File: config.mk
export PLATFORM = sky130hd
export DESIGN_NAME = tile_walker
export DESIGN_NICKNAME = d
export VERILOG_FILES = /design/src/logic/ia_loader_pkg.sv /design/src/logic/tile_walker.sv
export VERILOG_INCLUDE_DIRS = /design/src /design/src/logic
export SDC_FILE = /design/constraint.sdc
export NUM_CORES = 1
export LEC_CHECK = 0
export BUFFER_PORTS_ARGS = -buffer_cell sky130_fd_sc_hd__buf_2
export CAP_MARGIN = 20
export CORE_MARGIN = 2
export CORE_UTILIZATION = 60
export CTS_BUF_LIST = sky130_fd_sc_hd__clkbuf_2
export DETAILED_ROUTE_END_ITERATION = 8
export GPL_TIMING_DRIVEN = 0
export PLACE_DENSITY_LB_ADDON = 0.05
export SETUP_SLACK_MARGIN = 0.2
export SLEW_MARGIN = 20
export SYNTH_ARGS = -nofsm -noshare
export SYNTH_HDL_FRONTEND = slang
export SYNTH_SLANG_ARGS = --single-unit
File: constraint.sdc
create_clock -name clk -period 8.57 [get_ports clk]
set_clock_uncertainty 0.15 [all_clocks]
set_input_delay 1.2855 -clock clk [delete_from_list [all_inputs] [get_ports clk]]
set_output_delay 1.2855 -clock clk [all_outputs]
set_load 0.02 [all_outputs]
File: src/logic/ia_loader_macros.svh
`ifndef IA_LOADER_MACROS_SVH
`define IA_LOADER_MACROS_SVH

// array geometry
`define IA_SIZE       16
`define IA_SIZE_LOG2  4

// element and register widths
`define IA_DATA_W     16  // one element sent to the array
`define IA_REG_W      32  // config fields and addresses

// ICB read side, 32-bit bus only
`define IA_BUS_W      32
`define IA_BEAT_BYTES 4
`define IA_LEN_W      4   // burst length minus one

`endif

File: src/logic/ia_loader_pkg.sv
`default_nettype none
`include "ia_loader_macros.svh"

package ia_loader_pkg;

    typedef logic signed [7:0]            s8_t;
    typedef logic signed [`IA_DATA_W-1:0] ia_elem_t;
    typedef ia_elem_t [`IA_SIZE-1:0]      ia_row_t;   // element 0 in the low bits
    typedef ia_elem_t [`IA_BEAT_BYTES-1:0] ia_lanes_t; // unpacked beat, one lane per byte slot

    // raw config as presented with init_cfg
    typedef struct packed {
        logic [`IA_REG_W-1:0]        k;           // ia rows
        logic [`IA_REG_W-1:0]        n;           // ia cols
        logic [`IA_REG_W-1:0]        m;           // oa cols, sets the sweep repeat count
        logic [`IA_REG_W-1:0]        base;
        logic [`IA_REG_W-1:0]        stride;      // bytes between matrix rows
        logic signed [`IA_REG_W-1:0] zp;
        logic                        use_16bits;  // 1 = s16, 0 = s8
    } ia_cfg_t;

    // current tile, as seen by the loader datapath
    typedef struct packed {
        logic [`IA_SIZE_LOG2:0]      valid_rows;  // 1..SIZE
        logic [`IA_LEN_W-1:0]        beats;       // per row
        logic [`IA_REG_W-1:0]        addr;
        logic [`IA_REG_W-1:0]        stride;
        logic signed [`IA_REG_W-1:0] zp;
        logic                        use_16bits;
        logic                        first_col;
        logic                        last_col;
        logic                        last_tile;
    } tile_info_t;

    typedef struct packed {
        logic [`IA_REG_W-1:0] addr;
        logic [`IA_LEN_W-1:0] len;  // beats - 1
    } icb_cmd_t;

    // one response beat, read as s8 or s16 lanes
    typedef union packed {
        s8_t [`IA_BEAT_BYTES-1:0]        s8;
        ia_elem_t [`IA_BEAT_BYTES/2-1:0] s16;
    } rsp_word_u;

endpackage

`default_nettype wire

File: src/logic/tile_walker.sv
`timescale 1ns/1ps
`default_nettype none
`include "ia_loader_macros.svh"

module tile_walker
    import ia_loader_pkg::*;
(
    input  logic       clk,
    input  logic       rst_n,
    input  logic       init_cfg,
    input  logic       idle,
    input  ia_cfg_t    cfg,
    input  logic       ia_sending_done,
    output tile_info_t tile_info
);

    localparam logic [`IA_REG_W-1:0]     ROUND   = `IA_SIZE - 1;
    localparam logic [`IA_REG_W-1:0]     STEP_S8 = `IA_SIZE;      // bytes per tile row
    localparam logic [`IA_REG_W-1:0]     STEP_16 = 2 * `IA_SIZE;
    localparam logic [`IA_SIZE_LOG2:0]   FULL    = `IA_SIZE;

    logic                        load_cfg;
    logic [`IA_REG_W-1:0]        tiles_k, tiles_n, tiles_m;  // ceilings, combinational
    logic [`IA_REG_W-1:0]        pad_k, pad_n;
    logic [`IA_REG_W-1:0]        row_tiles, col_tiles, loops; // latched counts
    logic [`IA_SIZE_LOG2-1:0]    row_rem, col_rem;            // unused cols / rows of edge tiles
    logic [`IA_REG_W-1:0]        stride;
    logic signed [`IA_REG_W-1:0] zp;
    logic                        use_16bits;
    logic [`IA_REG_W-1:0]        col_idx, loop_cnt, row_idx;
    logic [`IA_REG_W-1:0]        row_base, tile_addr;
    logic                        last_col, last_loop, last_row;
    logic [`IA_SIZE_LOG2:0]      valid_cols, beats_w;

    assign load_cfg = init_cfg && idle;

    // ceil and pad by shift and add
    always_comb begin
        tiles_k = (cfg.k + ROUND) >> `IA_SIZE_LOG2;
        tiles_n = (cfg.n + ROUND) >> `IA_SIZE_LOG2;
        tiles_m = (cfg.m + ROUND) >> `IA_SIZE_LOG2;
        pad_k   = (tiles_k << `IA_SIZE_LOG2) - cfg.k;
        pad_n   = (tiles_n << `IA_SIZE_LOG2) - cfg.n;
    end

    always_ff @(posedge clk) begin
        if (load_cfg) begin
            row_tiles  <= tiles_n;
            col_tiles  <= tiles_k;
            loops      <= tiles_m;
            row_rem    <= pad_n[`IA_SIZE_LOG2-1:0];
            col_rem    <= pad_k[`IA_SIZE_LOG2-1:0];
            stride     <= cfg.stride;
            zp         <= cfg.zp;
            use_16bits <= cfg.use_16bits;
        end
    end

    // ==================================================================
    // tile stepping: column, then sweep repeat, then tile row
    // ==================================================================
    always_ff @(posedge clk or negedge rst_n) begin
        if (!rst_n) begin
            col_idx   <= '0;
            loop_cnt  <= '0;
            row_idx   <= '0;
            row_base  <= '0;
            tile_addr <= '0;
        end else if (load_cfg) begin
            col_idx   <= '0;
            loop_cnt  <= '0;
            row_idx   <= '0;
            row_base  <= cfg.base;
            tile_addr <= cfg.base;
        end else if (ia_sending_done) begin
            if (!last_col) begin
                col_idx   <= col_idx + 1'b1;
                tile_addr <= tile_addr + (use_16bits ? STEP_16 : STEP_S8);
            end else if (!last_loop) begin
                col_idx   <= '0;
                loop_cnt  <= loop_cnt + 1'b1;
                tile_addr <= row_base;             // sweep the same row again
            end else begin
                col_idx   <= '0;
                loop_cnt  <= '0;
                row_idx   <= row_idx + 1'b1;
                row_base  <= row_base + (stride << `IA_SIZE_LOG2);
                tile_addr <= row_base + (stride << `IA_SIZE_LOG2);
            end
        end
    end

    assign last_col   = (col_idx == row_tiles - 1'b1);
    assign last_loop  = (loop_cnt == loops - 1'b1);
    assign last_row   = (row_idx == col_tiles - 1'b1);
    assign valid_cols = last_col ? FULL - {1'b0, row_rem} : FULL;
    assign beats_w    = use_16bits ? (valid_cols + 5'd1) >> 1 : (valid_cols + 5'd3) >> 2;

    always_comb begin
        tile_info.valid_rows = last_row ? FULL - {1'b0, col_rem} : FULL;
        tile_info.beats      = beats_w[`IA_LEN_W-1:0];
        tile_info.addr       = tile_addr;
        tile_info.stride     = stride;
        tile_info.zp         = zp;
        tile_info.use_16bits = use_16bits;
        tile_info.first_col  = (col_idx == '0);
        tile_info.last_col   = last_col;
        tile_info.last_tile  = last_col && last_loop && last_row;
    end

endmodule

`default_nettype wire

# Yosys cells after proc, flatten, opt, wreduce, memory -nomap -nowiden
# Cells that the tools add are included.
# word_totals
regBits	317
output_inout_bits	109
# op_classes
n_addsub	17
eq_ne	3
n_mux	22
reduce_logical	9
# op_table
operator	count
32-bit two-way mux	18
32-bit by 1-bit adder with 32-bit output (second input constant)	3
32-bit by 4-bit adder with 32-bit output (second input constant)	3
32-bit equality test	3
28-bit by 1-bit subtractor with 29-bit output (second input constant)	3
32-bit adder	1
32-bit by 6-bit adder with 32-bit output	1
32-bit zero test	1
5-bit two-way mux	2
5-bit by 4-bit subtractor with 5-bit output (first input constant)	2
1-bit by 4-bit subtractor with 4-bit output (first input constant)	2
6-bit two-way mux	1
2-bit nonzero test	3
5-bit by 1-bit adder with 5-bit output (second input constant)	1
5-bit by 2-bit adder with 5-bit output (second input constant)	1
4-bit two-way mux	1
1-bit logical AND	3
3-bit AND reduction	1
2-bit AND reduction	1

# Logic depth before layout (Yosys ltp)
# Gate-level depths: netlist of the first run.
# logic_depth
depth_word	6
depth_mapped	16
mapped_depth_nobuf	15

# Worst setup path before layout of the first run
# OpenSTA, ideal clock, no wires.
# synth_path
path_kind	input to register
start	input port init_cfg
end	register col_rem[0], enable pin
arrival_ns	6.476
required_ns	7.837
path_slack_ns	1.361
path_stages	5
path_buffers	3
path_cell_list	nand2_1 > inv_1 > clkbuf_1 > clkbuf_1 > clkbuf_1
# synth_via
elab_chain_cells	1
# synth_rtl
item	line	source
start: declaration	tile_walker.sv:10	input logic init_cfg,
1-bit logical AND	tile_walker.sv:35	assign load_cfg = init_cfg && idle;
net load_cfg	tile_walker.sv:22	logic load_cfg;
end signal: assignment	tile_walker.sv:52	col_rem <= pad_k[`IA_SIZE_LOG2-1:0];
end: declaration	tile_walker.sv:26	logic [`IA_SIZE_LOG2-1:0] row_rem, col_rem;
# The timed path passes the listed nets, and every way through them passes these cells.
# A chain may end at the register's enable or synchronous reset.

==> results of run 1 <==
sequential cells by signal (all words and copies together) (netlist names):
register and cells:
row_base 32, col_rem 4, col_tiles 28, stride 32
tile_addr 32, use_16bits 1, loop_cnt 32, row_rem 4
zp 32, col_idx 32, row_tiles 28, loops 28
row_idx 32
power by group through the flow:
stage               combinational [W]  clock [W]  sequential (W)
floorplan                    0.000424          0         0.00187
global placement             0.000699          0         0.00184
detailed placement           0.000724          0         0.00184
CTS                          0.000729    0.00110         0.00181
global route                 0.000808    0.00118         0.00182
finish                       0.000741    0.00108         0.00181
worst min-delay path by stage:
stage,start,to,slack (ps),depth (start not counted)
2_1_floorplan,row_base[0],row_base[0],300,2
3_3_place_gp,row_base[3],row_base[3],310,2
3_5_place_dp,row_base[0],row_base[0],320,2
4_1_cts,rst_n,row_idx[6],80,1
5_1_grt,rst_n,row_base[0],100,1
6_report,rst_n,row_base[0],120,1
stage by stage:
step / utilization / total power, W / cell area (um^2)
after floorplan: - / 0.002294 / 20220
after CTS: 0.6949 / 0.003637 / 23180
after detailed placement: 0.6723 / 0.002561 / 22430
after global placement: 0.6689 / 0.002542 / 22320
after global routing: 0.6951 / 0.003808 / 23190
final: 0.6951 / 0.003626 / 23190
logic make-up after synthesis:
kind of cell | after synthesis | share of synthesized area
flops | 317 | 0.4311
xor+xnor | 255 | 0.1104
mux | 55 | 0.02790
buf+inv | 134 | 0.02586
simple gates | 868 | 0.2293
compound gates | 467 | 0.1469
fa+ha+maj | 45 | 0.02858
synthesized netlist by cell type, drive strengths merged (13+ instances only):
cell	number	area (um^2)
a21oi	100	500.5
o21a	13	97.59
xor2	90	788.3
a31oi	19	118.9
nor4	46	364.1
nor2b	14	87.58
or3	38	237.7
nor2	158	593.1
nand3	93	465.5
nor3	52	271.5
nor3b	16	120.1
mux2i	44	440.4
xnor2	165	1445
nand2b	30	187.7
or4	22	176.4
and3	80	500.5
o211ai	13	97.59
o31ai	32	240.2
o21ai	145	725.7
clkbuf	70	262.8
nand2	197	744.5
inv	49	183.9
a21o	29	217.7
nand4	48	319.1
dfrtp	160	4004
edfxtp	157	4715
a211oi	15	112.6
and2	26	162.6
buf	15	76.32
ha	43	538.0
metal layers:
metal  wire [um]  GRT usage  up-vias  share of wire
li1            -          -     8761              -
met1       24250     0.4363     8865           0.42
met2       26260     0.5104      897           0.45
met3        5528    0.07374      160          0.095
met4        2116     0.1432        0          0.036
met5           0          0        -              0
worst reg2reg max path: cells and delay by family, from the launching register on:
family                   cells  cell delay (ps)
AND/OR/NAND/NOR              8             3150
buffers and inverters        3             1120
flip-flops                   1              490
AO/OA/AOI/OAI                1              340
adder cells (fa/ha/maj)      1              190
final cells by class:
cell class | instances | area share
sequential | 317 | 0.3759
antenna | 3 | 0.0003237
multi-input combinational | 1690 | 0.4739
timing repair buffer | 310 | 0.07057
tap | 448 | 0.02417
clock inverter | 22 | 0.005449
inverter | 49 | 0.007931
buffer | 85 | 0.01478
clock buffer | 125 | 0.02698
==> summary.txt, run 1 <==
Status
  – Status: finished, final reports clean

Setup path
  – Crit. End Element: output pin
  – Slowest-stage cell, CP: nor3b_1
  – Critical Path, Cell by Cell: inv_1 > ha_1 > nor2b_1 > nand4_2 > nor4b_2 > mux2i_1 > or3_1 > or4_1 > nor3b_1 > buf_2 > and2_1 > ha_1 > o21ai_0 > a21oi_1 > a21oi_1 > a21oi_1 > buf_2
  – Reg2reg start: loops[0]
  – Worst reg2reg endpoint: loop_cnt[27]
  – Crit-path max cell delay: roughly 530 ps
  – Most common cell on crit path: a21oi_1
  – CP Max Fanout: 10
  – Classification of the worst setup path: flip-flop to output pin
  – Critical Path End: tile_info[103]
  – Stages on worst setup path: 17
  – Critical Path Start Type: flip-flop
  – Reg2Reg Setup Slack: 2970 ps
  – Critical Path Source: row_tiles[0]
  – WP data required: 7130 ps
  – Critical path arrival: 5850 ps
  – CP top delay family: simple AND/OR/NAND/NOR gates
  – Worst-case reg-to-reg path depth: 13
  – CP Buf/Inv Count: 3

Synth
  – Synth Warn #: 0
  – EDFF count, synth: around 160
  – Post-Syn Instances: ~2.1k
  – Number of synthesized register bits: 317
  – Post-synth top flop: dfrtp_1
  – Sequential fraction of the synthesis area: 0.4311
  – Synth Net Count: between 2k and 2.5k
  – Synth cell types: 83
  – Post-synth ARST share: 0.5047
  – Mapped Area: 20220 um^2
  – Avg Inst Size Synth: 9.446 um^2

Placement
  – PortBufs: 306
  – Placed insts: between 2k and 3k
  – Post-DP HPWL: roughly 43 mm
  – RD Place Congestion: roughly 0.94
  – Dpl ws: 2326 ps

Finish
  – Area of the multi-input gates: about 11000 um^2
  – Layout Cells excl Fill: 3049
  – Sequential cell area: 8718 um^2
  – Nets: 2780
  – Most frequent cells in the layout: buf_2 (312), nand2_1 (195), xnor2_1 (165)
  – Layout area overhead: 14.67%
  – Layout fillers: 2791
  – Commonest non-fill, non-tap cell in the layout: buf_2
  – Share of post-route cells with drive strength above 1: 0.1921

Die
  – Die area: 35190 um^2
  – I/O Pins: 307
  – Initial Util: 0.6062
  – Row count: 67
  – Die Span Y: around 190 um
  – Die X: between 150 and 200 um
  – Core ar.: 33360 um^2

Pwr
  – Net Sw Frac: 0.3334
  – Pleak: 9.652 nW
  – Psw: ~0.0012 W
  – Clock share of power: 0.297
  – Pwr dens: 156.4 nW/um^2
  – Comb power frac: 0.204
  – Peak supply drop: 0.1399 mV
  – Internal Pwr Total: 0.002417 W
  – Register share of total power: 0.499

Worst hold path
  – HP Class: input port to async pin

Clock network
  – TritonCTS clock tree: built
  – CTS H-Tree Depth: 3
  – Longest Clk Path Bufs: 3
  – Cts hold-fix bufs: 0
  – Skew-Pair Late Insertion Delay: 1020 ps
  – Postcts setup bufs: 0
  – Reg clk slew, reported paths: 80 ps
  – Root Driver: clkbuf_2
  – CTS sink cnt: roughly 320
  – Post-CTS sizing: 0
  – CTS buffer count: 84

Timing
  – Final hold vios: 0
  – Slew @ Worst Pin: 1103 ps
  – Final setup fails: 0
  – Slew Limit Headroom: 0.2619
  – Post-route setup TNS: 0 ps
  – Setup ws final: 1281 ps
  – Period utilisation layout: 0.8506
  – FMAX: between 100 and 150 MHz
  – Post-layout minimum cycle time: 7289 ps
  – Worst hold slack: about 120 ps
  – Max-slew violations: 0
  – RSZ-0062 raised after global routing: false

Routing
  – Pre-antenna DRT Iters: 5
  – DRT antenna net count: 0
  – Routed len/inst: approximately 19 um
  – Routed vias/inst: 6.128
  – DR DRC count: 0
  – Routed via count: 18.68k
  – Starting DRT DRC Count: 1614
  – Final WL: roughly 58 mm

Global route
  – Vias in the first global route: 17.81k
  – Largest net degree at the start of global routing: between 80 and 90
  – GRT Total Usage: 0.3259
  – First-pass GRT wire length: ~92 mm
  – Remaining global-route overflow: 0
  – Initial antenna violation count: 3

Job
  – Maxcap violations: 0
Note: power is estimated with default switching activity, not from simulation.
==> run 2: changes to the inputs <==
--- a/config.mk
+++ b/config.mk
@@ -6,12 +6,12 @@
 export SDC_FILE = /design/constraint.sdc
 export NUM_CORES = 1
 export LEC_CHECK = 0
-export BUFFER_PORTS_ARGS = -buffer_cell sky130_fd_sc_hd__buf_2
 export CAP_MARGIN = 20
 export CORE_MARGIN = 2
 export CORE_UTILIZATION = 60
 export CTS_BUF_LIST = sky130_fd_sc_hd__clkbuf_2
 export DETAILED_ROUTE_END_ITERATION = 8
+export DONT_BUFFER_PORTS = 1
 export GPL_TIMING_DRIVEN = 0
 export PLACE_DENSITY_LB_ADDON = 0.05
 export SETUP_SLACK_MARGIN = 0.2
==> summary.txt, run 2 (synthesis gave the netlist of run 1 again) <==
Status
  – Status: finished, final reports clean

Timing
  – Max-slew violations: 0 (unchanged)
  – Slew @ Worst Pin: 1054 ps (-49.48 ps)
  – Slew Limit Headroom: 0.2951 (+0.03311)
  – Post-route setup TNS: 0 ps (unchanged)
  – Final setup fails: 0 (unchanged)
  – FMAX: 134.9 MHz (-1.7%)
  – Post-layout minimum cycle time: 7414 ps (+124.6 ps)
  – RSZ-0062 raised after global routing: false
  – Period utilisation layout: 0.8651 (+0.01454)
  – Final hold vios: 0 (unchanged)
  – Worst hold slack: 33.05 ps (-87.79 ps)

Global route
  – Vias in the first global route: 16.88k (-5.2%)
  – First-pass GRT wire length: 89.06 mm (-2.7%)
  – Largest net degree at the start of global routing: 161 (+87%)
  – Initial antenna violation count: 3 (unchanged)
  – GRT Total Usage: 0.3180 (-0.007933)
  – Remaining global-route overflow: 0 (unchanged)

Clock network
  – Longest Clk Path Bufs: 3 (unchanged)
  – Reg clk slew, reported paths: 100 ps (+20 ps)
  – Root Driver: clkbuf_2
  – CTS sink cnt: 317 (unchanged)
  – CTS buffer count: 85 (+1.2%)
  – Skew-Pair Late Insertion Delay: 1050 ps (+30 ps)
  – TritonCTS clock tree: built
  – CTS H-Tree Depth: 3 (unchanged)

Pwr
  – Pwr dens: 165.1 nW/um^2 (+5.6%)
  – Tot Pwr: 0.003584 W (-1.2%)
  – Peak supply drop: 0.1302 mV (-6.9%)
  – Pleak: 8.496 nW (-12%)

Setup path
  – CP Max Fanout: 10 (unchanged)
  – Crit. End Element: output pin
  – Classification of the worst setup path: flip-flop to output pin
  – Critical path arrival: 5980 ps (+130 ps)
  – Critical Path Start Type: flip-flop
  – Critical Path Source: row_tiles[0]
  – WP data required: 7130 ps (about the same)
  – Reg2reg start: loops[0]

Routing
  – DR DRC count: 0 (unchanged)
  – Final WL: 56.70 mm (-2.5%)
  – Starting DRT DRC Count: 1313 (-19%)
  – Routed via count: 17.50k (-6.4%)
  – Routed len/inst: 20.55 um (+7.7%)
  – Routed vias/inst: 6.341 (+3.5%)
  – DRT antenna net count: 0 (unchanged)
  – Pre-antenna DRT Iters: 6 (+1)

Placement
  – RD Place Congestion: 0.9302 (-1.3%)
  – Post-DP HPWL: 41.30 mm (-4.0%)
  – PortBufs: 0 (-100%)
  – Placed cell areas: 20870 um^2 (-7.0%)

Finish
  – Final Util: 0.6508 (-0.04433)
  – Final Cell Area: 21710 um^2 (-6.4%)
  – Nets: 2476 (-11%)
  – Commonest non-fill, non-tap cell in the layout: nand2_1
  – Share of post-route cells with drive strength above 1: 0.08984 (-0.1022)
  – Layout area overhead: 7.356%
  – Most frequent cells in the layout: nand2_1 (195), xnor2_1 (165), dfrtp_1 (160)

Die
  – Initial Util: 0.6062 (unchanged)
  – Die Span Y: 187.6 um (unchanged)
  – Die area: 35190 um^2 (unchanged)
  – Core ar.: 33360 um^2 (unchanged)
  – Row count: 67 (unchanged)
  – Die X: 187.6 um (unchanged)
  – I/O Pins: 307 (unchanged)

Worst hold path
  – HP Class: input port to async pin

Job
  – Maxcap violations: 0 (unchanged)
-- run 2: layer usage --
layer,global-route usage,wire length (um),up-vias,share of wire
li1,-,-,8165,-
met1,0.4242,23730,8397,0.42
met2,0.4989,25880,787,0.46
met3,0.07973,5177,147,0.091
met4,0.1278,1913,0,0.034
met5,0,0,-,0
-- run 2: critical path: stages (launching register included) --
cell and delay [ps]:
edfxtp_1 490, inv_1 100, ha_1 250, nor2b_1 320, nand4_2 290, nor4b_2 370
mux2i_1 170, or3_1 400, or4_1 510, nor3b_1 510, buf_2 430, and2_1 190
ha_1 200, o21ai_0 100, a21oi_1 160, a21oi_1 60, a21oi_1 440
-- run 2: repair_timing --
item,4_1_cts,5_1_grt
hold buffers,1,0
endpoints found under the hold margin,160,0
buffers inserted,0,0
resized for setup,0,0
-- run 2: metrics by stage --
stage	setup slack, ps	instances
2_1_floorplan	1361	2141
3_3_place_gp	-1063	2589
3_5_place_dp	2268	2593
4_1_cts	1105	2752
5_1_grt	743.7	2758
6_report	1156	2759
-- run 2: layout make-up --
type | count | area (um^2)
Antenna cell | 7 | 17.52
Buffer | 85 | 342.8
Clock buffer | 133 | 665.6
Clock inverter | 25 | 133.9
Fill cell | 2884 | 11650
Inverter | 49 | 183.9
Multi-Input combinational cell | 1690 | 10990
Sequential cell | 317 | 8718
Tap cell | 448 | 560.5
Timing Repair Buffer | 5 | 100.1
-- run 2: path summary, 6_finish.rpt --
kind | cells past startpoint | to | slack (ps)
worst min-delay path | 1 | tile_addr[3] | 30
min in group clk | 0 | stride[12] | 170
worst max-delay path | 16 | tile_info[103] | 1160
max in group asynchronous | 1 | loop_cnt[25] | 7450
worst min register to register | 2 | row_base[0] | 330
worst max register to register | 13 | loop_cnt[25] | 3090
-- run 2: report_power, final --
group	leakage, nW	internal [W]	total [W]	switching, W
combinational	4.30	0.000233	0.000573	0.000340
sequential	3.57	0.00171	0.00188	0.000169
clock	0.630	0.000445	0.00114	0.000690
total	8.50	0.00238	0.00358	0.00120
==> run 3: changes to the inputs <==
==> constraint.sdc (replaced) <==
create_clock -name clk -period 8.57 [get_ports clk]
set_clock_uncertainty 0.15 [all_clocks]
set_input_delay 1.2855 -clock clk [delete_from_list [all_inputs] [get_ports clk]]
set_output_delay 1.2855 -clock clk [all_outputs]
set_load 0.1 [all_outputs]
==> summary.txt, run 3 (synthesis gave the netlist of run 1 again) <==
Clock network
  – Reg clk slew, reported paths: 100 ps (about the same)
  – Longest Clk Path Bufs: 3 (unchanged)
  – TritonCTS clock tree: built
  – Skew-Pair Late Insertion Delay: 1040 ps (about the same)
  – CTS sink cnt: 317 (unchanged)
  – CTS H-Tree Depth: 3 (unchanged)
  – Postcts setup bufs: 0 (unchanged)
  – CTS buffer count: 84 (-1.2%)
  – Root Driver: clkbuf_2

Routing
  – Starting DRT DRC Count: 1310 (-0.23%)
  – Routed len/inst: 20.56 um (about the same)
  – DR DRC count: 0 (unchanged)
  – Final WL: 56.59 mm (-0.19%)
  – DRT antenna net count: 0 (unchanged)
  – Routed vias/inst: 6.339 (about the same)
  – Routed via count: 17.45k (-0.26%)
  – Pre-antenna DRT Iters: 5 (-1)

Global route
  – Remaining global-route overflow: 0 (unchanged)
  – Vias in the first global route: 16.88k (-0.018%)
  – First-pass GRT wire length: 89.02 mm (about the same)
  – Initial antenna violation count: 4 (+1)
  – GRT Total Usage: 0.3175 (-0.0004935)
  – Largest net degree at the start of global routing: 161 (unchanged)

Setup path
  – Crit. End Element: output pin
  – CP Max Fanout: 10 (unchanged)
  – Slowest-stage cell, CP: a21oi_4
  – WP data required: 7130 ps (about the same)
  – Critical path arrival: 6210 ps (+230 ps)
  – CP Buf/Inv Count: 1 (-1)
  – CP top delay family: simple AND/OR/NAND/NOR gates
  – Most common cell on crit path: a21oi_1
  – Crit-path max cell delay: 620 ps (+110 ps)
  – Classification of the worst setup path: flip-flop to output pin
  – Critical Path, Cell by Cell: nor4_4 > nand4_2 > nor4b_2 > mux2i_1 > or3_1 > or4_1 > nor3b_1 > buf_2 > and2_1 > ha_1 > o21ai_0 > a21oi_1 > a21oi_1 > a21oi_4
  – Critical Path Start Type: flip-flop

Timing
  – Period utilisation layout: 0.8919 (+0.02678)
  – Slew @ Worst Pin: 1198 ps (+144.3 ps)
  – Final hold vios: 0 (unchanged)
  – Worst hold slack: 85.63 ps (+52.58 ps)
  – FMAX: 130.8 MHz (-3.0%)
  – Final setup fails: 0 (unchanged)
  – RSZ-0062 raised after global routing: false
  – Setup ws final: 926.5 ps (-229.5 ps)
  – Post-layout minimum cycle time: 7644 ps (+229.5 ps)
  – Post-route setup TNS: 0 ps (unchanged)
  – Slew Limit Headroom: 0.2019 (-0.09314)
  – Max-slew violations: 0 (unchanged)

Die
  – Row count: 67 (unchanged)
  – Die area: 35190 um^2 (unchanged)
  – Die X: 187.6 um (unchanged)
  – Initial Util: 0.6062 (unchanged)
  – Die Span Y: 187.6 um (unchanged)
  – I/O Pins: 307 (unchanged)
  – Core ar.: 33360 um^2 (unchanged)

Finish
  – Layout fillers: 2848 (-1.2%)
  – Nets: 2475 (-0.040%)
  – Share of post-route cells with drive strength above 1: 0.08953 (-0.0003175)
  – Layout area overhead: 7.684%
  – Most frequent cells in the layout: nand2_1 (195), xnor2_1 (165), dfrtp_1 (159)
  – Layout Cells excl Fill: 2753 (-0.22%)
  – Area of the multi-input gates: 11020 um^2 (+0.32%)
  – Sequential cell area: 8720 um^2 (about the same)
  – Commonest non-fill, non-tap cell in the layout: nand2_1

Placement
  – PortBufs: 0 (unchanged)
  – Post-DP HPWL: 41.38 mm (+0.20%)
  – Placed insts: 2593 (unchanged)
  – Dpl ws: 2032 ps (-235.5 ps)
  – RD Place Congestion: 0.9302 (unchanged)

Job
  – Maxcap violations: 0 (unchanged)

Pwr
  – Peak supply drop: 0.1343 mV (+3.1%)
  – Pwr dens: 178.8 nW/um^2 (+8.3%)
  – Pleak: 8.496 nW (about the same)

Worst hold path
  – HP Class: input port to async pin

Status
  – Status: finished, final reports clean
## run 3: cell count changes in the layout (fill, tap and decap cells not counted), moves of 2 or more
cell and change:
diode_2 -3, clkbuf_2 -7, bufinv_16 +2, a21oi_1 -2, inv_2 -4, clkinv_1 +4
## run 3: metal layers
metal	GRT usage	wire length, um	up-vias
met5	0	0	-
met4	0.1257	1695	0
met3	0.08628	5289	122
met2	0.5006	25730	769
met1	0.4179	23880	8385
li1	-	-	8174
## run 3: area by class of cell
class	instances	share of cell area
Clock buffer	126	0.02896
Buffer	85	0.01574
Tap cell	448	0.02574
Sequential cell	317	0.4004
Antenna cell	4	0.0004596
Timing Repair Buffer	5	0.004596
Multi-Input combinational cell	1690	0.5062
Inverter	49	0.008445
Clock inverter	29	0.009479
## run 3: path summary, 6_finish.rpt
check,startpoint,slack [ps],end,cells past startpoint
max,row_tiles[2],930,tile_info[103],14
min in group clk,cfg[0],180,use_16bits,0
max reg2reg,loops[0],3050,loop_cnt[27],13
min reg2reg,row_base[1],330,row_base[1],2
max in group asynchronous,rst_n,7440,row_idx[24],1
min,rst_n,90,row_base[11],1
## run 3: where the power goes
part	leakage [nW]	switching (W)	internal [W]
Sequential	3.57	0.000428	0.00170
Combinational	4.31	0.000359	0.000234
Clock	0.622	0.000683	0.000487
Total	8.50	0.00147	0.00242
## run 3: what timing repair did
item | 4_1_cts | 5_1_grt
endpoints found under the hold margin | 160 | 0
hold buffers | 1 | 0
gates resized for setup | 0 | 0
## run 3: metrics by stage
stage          area, um^2  total power [W]    util
2_1_floorplan       20220         0.002566       -
3_3_place_gp        20780         0.002704  0.6230
3_5_place_dp        20900         0.002721  0.6265
4_1_cts             21770         0.003906  0.6524
5_1_grt             21780         0.004069  0.6527
6_report            21780         0.003894  0.6527
